===== src/source/osCheckerPkg.sv =====
`default_nettype none

package osCheckerPkg;

    localparam int symbolWidth = 8;
    localparam int orderedSetWidth = 128; // 16 symbols

    // 8b/10b control and data codes
    localparam logic [symbolWidth-1:0] comSymbol = 8'hBC; // K28.5
    localparam logic [symbolWidth-1:0] padSymbol = 8'hF7; // K23.7
    localparam logic [symbolWidth-1:0] ts1Id = 8'h4A;
    localparam logic [symbolWidth-1:0] ts2Id = 8'h45;

    // symbol indices inside a training set
    localparam int linkSymbolPos = 1;
    localparam int laneSymbolPos = 2;
    localparam int rateSymbolPos = 4;
    localparam int controlSymbolPos = 5;
    localparam int idSymbolPos = 10;

    localparam int speedChangeBit = 7; // of the rate symbol
    localparam int upconfigureBit = 2; // of the control symbol

    localparam int substateWidth = 5;

    // training machine substates, only the ones with a rule here
    localparam logic [substateWidth-1:0] pollingActive = 5'd2;
    localparam logic [substateWidth-1:0] pollingConfiguration = 5'd3;
    localparam logic [substateWidth-1:0] configurationLinkWidthStart = 5'd4;
    localparam logic [substateWidth-1:0] configurationLanenumWait = 5'd6;
    localparam logic [substateWidth-1:0] configurationLanenumAccept = 5'd7;
    localparam logic [substateWidth-1:0] configurationComplete = 5'd8;
    localparam logic [substateWidth-1:0] recoveryRcvrLock = 5'd11;

    typedef enum logic [1:0]
    {
        osNone = 2'd0,
        osTs1 = 2'd1,
        osTs2 = 2'd2
    } osKind_t;

endpackage

`default_nettype wire


===== src/source/osDecoder.sv =====
`default_nettype none

module osDecoder
    import osCheckerPkg::*;
(
    input  wire logic                       clk,
    input  wire logic                       reset,
    input  wire logic [orderedSetWidth-1:0] orderedSet,
    input  wire logic                       valid,
    output logic                            decValid,
    output osKind_t                         kind,
    output logic [symbolWidth-1:0]          linkField,
    output logic [symbolWidth-1:0]          laneField,
    output logic [symbolWidth-1:0]          rateField,
    output logic                            upconfigureField
);

    logic [symbolWidth-1:0] startSymbol;
    logic [symbolWidth-1:0] idSymbol;
    logic [symbolWidth-1:0] controlSymbol;
    osKind_t                kindNext;

    assign startSymbol = orderedSet[0 +: symbolWidth];
    assign idSymbol = orderedSet[idSymbolPos*symbolWidth +: symbolWidth];
    assign controlSymbol = orderedSet[controlSymbolPos*symbolWidth +: symbolWidth];

    // only a COM-led set with a known identifier is a training set
    always_comb
    begin
        kindNext = osNone;
        if (startSymbol == comSymbol)
        begin
            if (idSymbol == ts1Id)
                kindNext = osTs1;
            else if (idSymbol == ts2Id)
                kindNext = osTs2;
        end
    end

    always_ff @(posedge clk or negedge reset)
    begin
        if (!reset)
        begin
            decValid <= 1'b0;
            kind <= osNone;
        end
        else
        begin
            decValid <= valid;
            if (valid)
                kind <= kindNext;
        end
    end

    always_ff @(posedge clk)
    begin
        if (valid)
        begin
            linkField <= orderedSet[linkSymbolPos*symbolWidth +: symbolWidth];
            laneField <= orderedSet[laneSymbolPos*symbolWidth +: symbolWidth];
            rateField <= orderedSet[rateSymbolPos*symbolWidth +: symbolWidth];
            upconfigureField <= controlSymbol[upconfigureBit];
        end
    end

endmodule

`default_nettype wire


===== src/source/osHistory.sv =====
`default_nettype none

module osHistory
    import osCheckerPkg::*;
(
    input  wire logic                   clk,
    input  wire logic                   reset,
    input  wire logic                   decValid,
    input  wire logic [symbolWidth-1:0] linkField,
    input  wire logic [symbolWidth-1:0] rateField,
    input  wire logic                   upconfigureField,
    output logic                        changed,
    output logic [symbolWidth-1:0]      linkNumberOut,
    output logic [symbolWidth-1:0]      rateId,
    output logic                        upconfigureCapability
);

    logic rateDiffers;
    logic upconfigureDiffers;

    // compared against the set before this one
    assign rateDiffers = rateField != rateId;
    assign upconfigureDiffers = upconfigureField != upconfigureCapability;
    assign changed = decValid && (rateDiffers || upconfigureDiffers);

    always_ff @(posedge clk or negedge reset)
    begin
        if (!reset)
        begin
            linkNumberOut <= '0;
            rateId <= '0;
            upconfigureCapability <= 1'b0;
        end
        else if (decValid)
        begin
            linkNumberOut <= linkField;
            rateId <= rateField;
            upconfigureCapability <= upconfigureField;
        end
    end

endmodule

`default_nettype wire


===== src/source/osMatcher.sv =====
`default_nettype none

module osMatcher
    import osCheckerPkg::*;
(
    input  wire logic                     clk,
    input  wire logic                     reset,
    input  wire logic [substateWidth-1:0] substate,
    input  wire logic [symbolWidth-1:0]   linkNumber,
    input  wire logic [symbolWidth-1:0]   laneNumber,
    input  wire logic                     directedSpeedChange,
    input  wire logic                     decValid,
    input  wire osKind_t                  kind,
    input  wire logic [symbolWidth-1:0]   linkField,
    input  wire logic [symbolWidth-1:0]   laneField,
    input  wire logic [symbolWidth-1:0]   rateField,
    input  wire logic                     changed,
    output logic                          countUp,
    output logic                          resetCounter
);

    logic                     counting;     // phase, low means seeking
    logic [substateWidth-1:0] lastSubstate;
    logic                     countingNow;
    logic                     countingNext;

    logic isTs1;
    logic isTs2;
    logic linkPad;
    logic lanePad;
    logic linkMatch;
    logic laneMatch;
    logic speedMatch;
    logic ruleMatch;

    assign isTs1 = kind == osTs1;
    assign isTs2 = kind == osTs2;
    assign linkPad = linkField == padSymbol;
    assign lanePad = laneField == padSymbol;
    assign linkMatch = linkField == linkNumber;
    assign laneMatch = laneField == laneNumber;
    assign speedMatch = rateField[speedChangeBit] == directedSpeedChange;

    // a new substate always starts from seeking
    assign countingNow = counting && (substate == lastSubstate);

    always_comb
    begin
        case (substate)
            pollingActive:
            begin
                ruleMatch = isTs1 && linkPad && lanePad;
            end
            pollingConfiguration:
            begin
                ruleMatch = isTs2 && linkPad && lanePad;
            end
            configurationLinkWidthStart:
            begin
                ruleMatch = isTs1 && linkMatch && lanePad;
            end
            configurationLanenumWait, configurationLanenumAccept:
            begin
                ruleMatch = isTs1 && linkMatch && laneMatch;
            end
            configurationComplete:
            begin
                // rate or upconfigure change mid-run restarts it
                ruleMatch = isTs2 && linkMatch && laneMatch && !(countingNow && changed);
            end
            recoveryRcvrLock:
            begin
                ruleMatch = (isTs1 || isTs2) && linkMatch && laneMatch && speedMatch;
            end
            default:
            begin
                ruleMatch = 1'b0; // no rule for this substate
            end
        endcase
    end

    assign countUp = decValid && ruleMatch;

    // a set decides the phase, otherwise it holds
    always_comb
    begin
        if (decValid)
            countingNext = ruleMatch;
        else
            countingNext = countingNow;
    end

    // high while counting or on a first match, low on a breaking set
    assign resetCounter = countingNext;

    always_ff @(posedge clk or negedge reset)
    begin
        if (!reset)
        begin
            counting <= 1'b0;
            lastSubstate <= '0;
        end
        else
        begin
            counting <= countingNext;
            lastSubstate <= substate;
        end
    end

endmodule

`default_nettype wire


===== src/source/osChecker.sv =====
`default_nettype none

module osChecker
    import osCheckerPkg::*;
(
    input  wire logic                       clk,
    input  wire logic                       reset,
    input  wire logic [orderedSetWidth-1:0] orderedSet,
    input  wire logic                       valid,
    input  wire logic [substateWidth-1:0]   substate,
    input  wire logic [symbolWidth-1:0]     linkNumber,
    input  wire logic [symbolWidth-1:0]     laneNumber,
    input  wire logic                       directedSpeedChange,
    output logic                            countUp,
    output logic                            resetCounter,
    output logic [symbolWidth-1:0]          rateId,
    output logic [symbolWidth-1:0]          linkNumberOut,
    output logic                            upconfigureCapability
);

    logic                   decValid;
    osKind_t                kind;
    logic [symbolWidth-1:0] linkField;
    logic [symbolWidth-1:0] laneField;
    logic [symbolWidth-1:0] rateField;
    logic                   upconfigureField;
    logic                   changed;

    osDecoder decoder (
        .clk              (clk),
        .reset            (reset),
        .orderedSet       (orderedSet),
        .valid            (valid),
        .decValid         (decValid),
        .kind             (kind),
        .linkField        (linkField),
        .laneField        (laneField),
        .rateField        (rateField),
        .upconfigureField (upconfigureField)
    );

    osHistory history (
        .clk                   (clk),
        .reset                 (reset),
        .decValid              (decValid),
        .linkField             (linkField),
        .rateField             (rateField),
        .upconfigureField      (upconfigureField),
        .changed               (changed),
        .linkNumberOut         (linkNumberOut),
        .rateId                (rateId),
        .upconfigureCapability (upconfigureCapability)
    );

    osMatcher matcher (
        .clk                 (clk),
        .reset               (reset),
        .substate            (substate),
        .linkNumber          (linkNumber),
        .laneNumber          (laneNumber),
        .directedSpeedChange (directedSpeedChange),
        .decValid            (decValid),
        .kind                (kind),
        .linkField           (linkField),
        .laneField           (laneField),
        .rateField           (rateField),
        .changed             (changed),
        .countUp             (countUp),
        .resetCounter        (resetCounter)
    );

endmodule

`default_nettype wire


===== config.mk =====
export PLATFORM = sky130hd
export DESIGN_NAME = osChecker
export DESIGN_NICKNAME = d
export VERILOG_FILES = /design/src/source/osCheckerPkg.sv /design/src/source/osDecoder.sv /design/src/source/osHistory.sv /design/src/source/osMatcher.sv /design/src/source/osChecker.sv
export SDC_FILE = /design/constraint.sdc
export NUM_CORES = 1
export LEC_CHECK = 0
export BUFFER_PORTS_ARGS = -buffer_cell sky130_fd_sc_hd__buf_2
export CAP_MARGIN = 10
export CORE_MARGIN = 3
export CORE_UTILIZATION = 43
export CTS_CLUSTER_DIAMETER = 30
export DETAILED_ROUTE_END_ITERATION = 8
export HOLD_SLACK_MARGIN = 0.1
export PLACE_DENSITY = 0.85
export SLEW_MARGIN = 5
export SYNTH_ARGS = -nofsm -noshare
export SYNTH_HDL_FRONTEND = slang
export SYNTH_HIERARCHICAL = 1
export SYNTH_SLANG_ARGS = --single-unit

===== constraint.sdc =====
create_clock -name clk -period 2.2 [get_ports clk]
set_clock_uncertainty 0.05 [all_clocks]
set_input_delay 0 -clock clk [delete_from_list [all_inputs] [get_ports clk]]
set_output_delay 0 -clock clk [all_outputs]
set_load 0.01 [all_outputs]

==> impl_metrics.py <==
metrics = {
    "power_and_ir_drop": {
        "p_leak_nw": 1.37,
        "pwr-share-seq": 0.537,
        "clkPwrFrac": 0.299,
        "switching_share": 0.237,
        "p_per_area_mw_per_mm2": 653,
        "p_comb_frac": 0.165,
        "finalPower_mw": 2.15,
        "ir_worst_vdd_mv": 0.457,
        "intPower_mw": 1.64,
        "p_sw_mw": 0.508,
    },
    "critical_path": {
        "arrival_ns": 1.94,
        "endpoint": "countUp",
        "r2r_setup_slack_ns": 0.59,
        "rr_worst_depth": 6,
        "crit_required_ns": 2.15,
        "critPathLaunchType": "flop",
        "critical_path.max_fanout": 3,
        "endpoint_kind": "output pin",
        "worstSetupStartpoint": "history/upconfigureCapability",
        "worstSetupPathType": "reg -> out",
        "r2r-end": "matcher/counting",
        "r2r-start": "history/upconfigureCapability",
    },
    "synthesis": {
        "post-synth-top-area-cell": "edfxtp_1",
        "synth_seq_cells": 51,
        "syn_inst": 155,
        "synth_area_per_cell_sq_um": 14.7,
        "yosysSeqAreaShare": 0.615,
        "synth_edf_count": 25,
        "synth_top_area_frac": 0.329,
        "synth_area_leaders": "edfxtp_1 33%, dfrtp_1 29%, xnor2_1 9.6%, mux2_2 8.4%, xor2_1 2.3%",
        "synthArstFlopShare": 0.510,
        "netlist_area_sq_mm": 0.00228,
        "synth_ff_type": "dfrtp_1",
        "synth.distinct_cells": 33,
        "synth_fp_nets": 310,
        "ys_warn_count": 6,
    },
    "route": {
        "drtPass1Iterations": 4,
        "drt_iter0_drc": 50,
        "wl_per_cell_microns": 14.9,
        "dr_total_vias": 1760,
        "finalWirelength_mm": 5.26,
        "ant_nets": 0,
        "vias_per_cell": 4.99,
        "drcViolationCount": 0,
    },
    "clock_tree": {
        "postCtsSetupRepairBufs": 0,
        "clock_path_buffers": 2,
        "clk_pin_slew_ns": 0.09,
        "clk_latency_ns": 0.30,
        "cts_tree": "yes",
        "htree_levels": 2,
        "ctsRootBufferMaster": "clkbuf_8",
        "cts_inserted_buffers": 5,
        "cts_sinks": 51,
    },
    "hold_path": {
        "hold_path.class": "in -> reg",
    },
    "grt": {
        "grt_pass1_vias": 1869,
        "grt_pass1_wl_mm": 8.43,
        "grt_max_degree": 27,
        "overflow": 0,
        "grt_usage": 0.177,
        "antenna_found_initial": 0,
    },
    "sta": {
        "worst_slack_ns": 0.210,
        "slew_headroom": 0.606,
        "report.final.setup_viol": 0,
        "fin_crit_ns": 1.99,
        "timing.fmax_mhz": 503,
        "hold_ws_ns": 0.133,
        "rsz0062_at_grt": "false",
        "drv_slew": 0,
        "fin_tns_setup_ns": 0,
        "worst_pin_slew_ns": 0.591,
        "fin_crit_sh": 0.904,
        "finalHoldViolCount": 0,
    },
    "die": {
        "dieArea_sq_mm": 0.00621,
        "fp.dieW_microns": 78.8,
        "ioPinCount": 172,
        "initial_core_util": 0.464,
        "rows": 25,
        "die_h_microns": 78.8,
        "coreArea_sq_mm": 0.00491,
    },
    "place": {
        "place_ws_ns": 0.522,
        "placed_area_sq_mm": 0.00278,
        "place_inst": 306,
        "port_buffers": 84,
        "gp_congestion": 0.846,
        "hpwl_mm": 3.57,
    },
    "final_layout": {
        "final-instance-count-excl-fill": 353,
        "stdcell_area_sq_mm": 0.00328,
        "n_fill_cell": 379,
        "drive_gt1_frac": 0.402,
        "area_growth_pct": 44.1,
        "finish.utilization": 0.669,
        "insertedDiodeCount": 0,
        "nets": 440,
        "layout_common_cells": "84 x buf_2, 39 x dlygate4sd3_1, 26 x dfrtp_1",
        "final_common_cell": "buf_2",
    },
    "outcome": {
        "status": "finished clean",
    },
    "run": {
        "drv_cap": 0,
    },
}
## cell type report
class	instances	area, sq um	area share
multi-input cells	98	847	0.258
repair buffers	125	826	0.252
flip-flops and latches	51	1400	0.427
clock inverters	2	37.5	0.0114
clock buffers	6	72.6	0.0221
well taps	67	83.8	0.0255
inverters	4	15.0	0.00457
## routing by layer
metal  part of all wire  track usage  wire length [microns]
met3              0.045       0.0295                    239
met1               0.40        0.206                   2110
met5                  0            0                      0
met4              0.023       0.0787                    121
met2               0.53        0.319                   2790
## sequential cells by signal (all words and copies together), names as in the netlist, 2 cells and up
name,flops
decoder/kind,2
decoder/laneField,8
decoder/linkField,8
decoder/rateField,8
history/linkNumberOut,8
history/rateId,8
matcher/lastSubstate,5
## how the worst min path moves through the flow
| stage | slack, ns | depth (start not counted) | from | endpoint |
|---|---|---|---|---|
| after global routing | 0.18 | 6 | laneNumber[0] | matcher/counting |
| after global placement | -0.02 | 1 | reset | history/rateId[3] |
| final | 0.13 | 6 | laneNumber[3] | matcher/counting |
| after CTS | 0.12 | 6 | laneNumber[3] | matcher/counting |
| after floorplan | -0.35 | 0 | reset | decoder/decValid |
| after detailed placement | -0.01 | 1 | reset | history/rateId[3] |
## critical path, cell delays in order (launching register included)
cell and delay, ns:
dfrtp_1 0.41, xnor2_1 0.19, nand3_1 0.11, o41a_1 0.39, a41oi_2 0.19, o211ai_2 0.11, nand2_1 0.10, buf_2 0.13
## cell families (layout without fill, tap and decap cells)
logic type	Yosys count	count (layout)	share of synthesized area
DFF	51	51	0.615
and+or+nand+nor	37	37	0.115
xor gates and xnor gates	31	31	0.119
muxes	18	18	0.0884
AOI/OAI and AO/OA	10	10	0.0351
buffers and inverters	6	137	0.0165
adders and majority gates	2	2	0.0110
## Yosys cell counts, drive strengths merged, types with 3 or more instances
cell type and number:
nand4b 5, nor2 3, edfxtp 25, xnor2 25, inv 4, mux2 17, nand4 6, nor4 5
dfrtp 26, xor2 6, nor2b 3, nand3 5
## power by group through the flow
stage	Combinational (mW)	Sequential [mW]	Clock, mW
2_1_floorplan	0.137	1.18	0
3_3_place_gp	0.295	1.17	0
6_report	0.354	1.15	0.641
4_1_cts	0.353	1.15	0.651
5_1_grt	0.387	1.16	0.692
3_5_place_dp	0.302	1.17	0
## repair_timing
item,4_1_cts,5_1_grt
hold buffers,39,0
setup endpoints to repair,0,1
hold endpoints to repair,70,0
resized for setup,0,1
(Power assumes the default switching activity.)
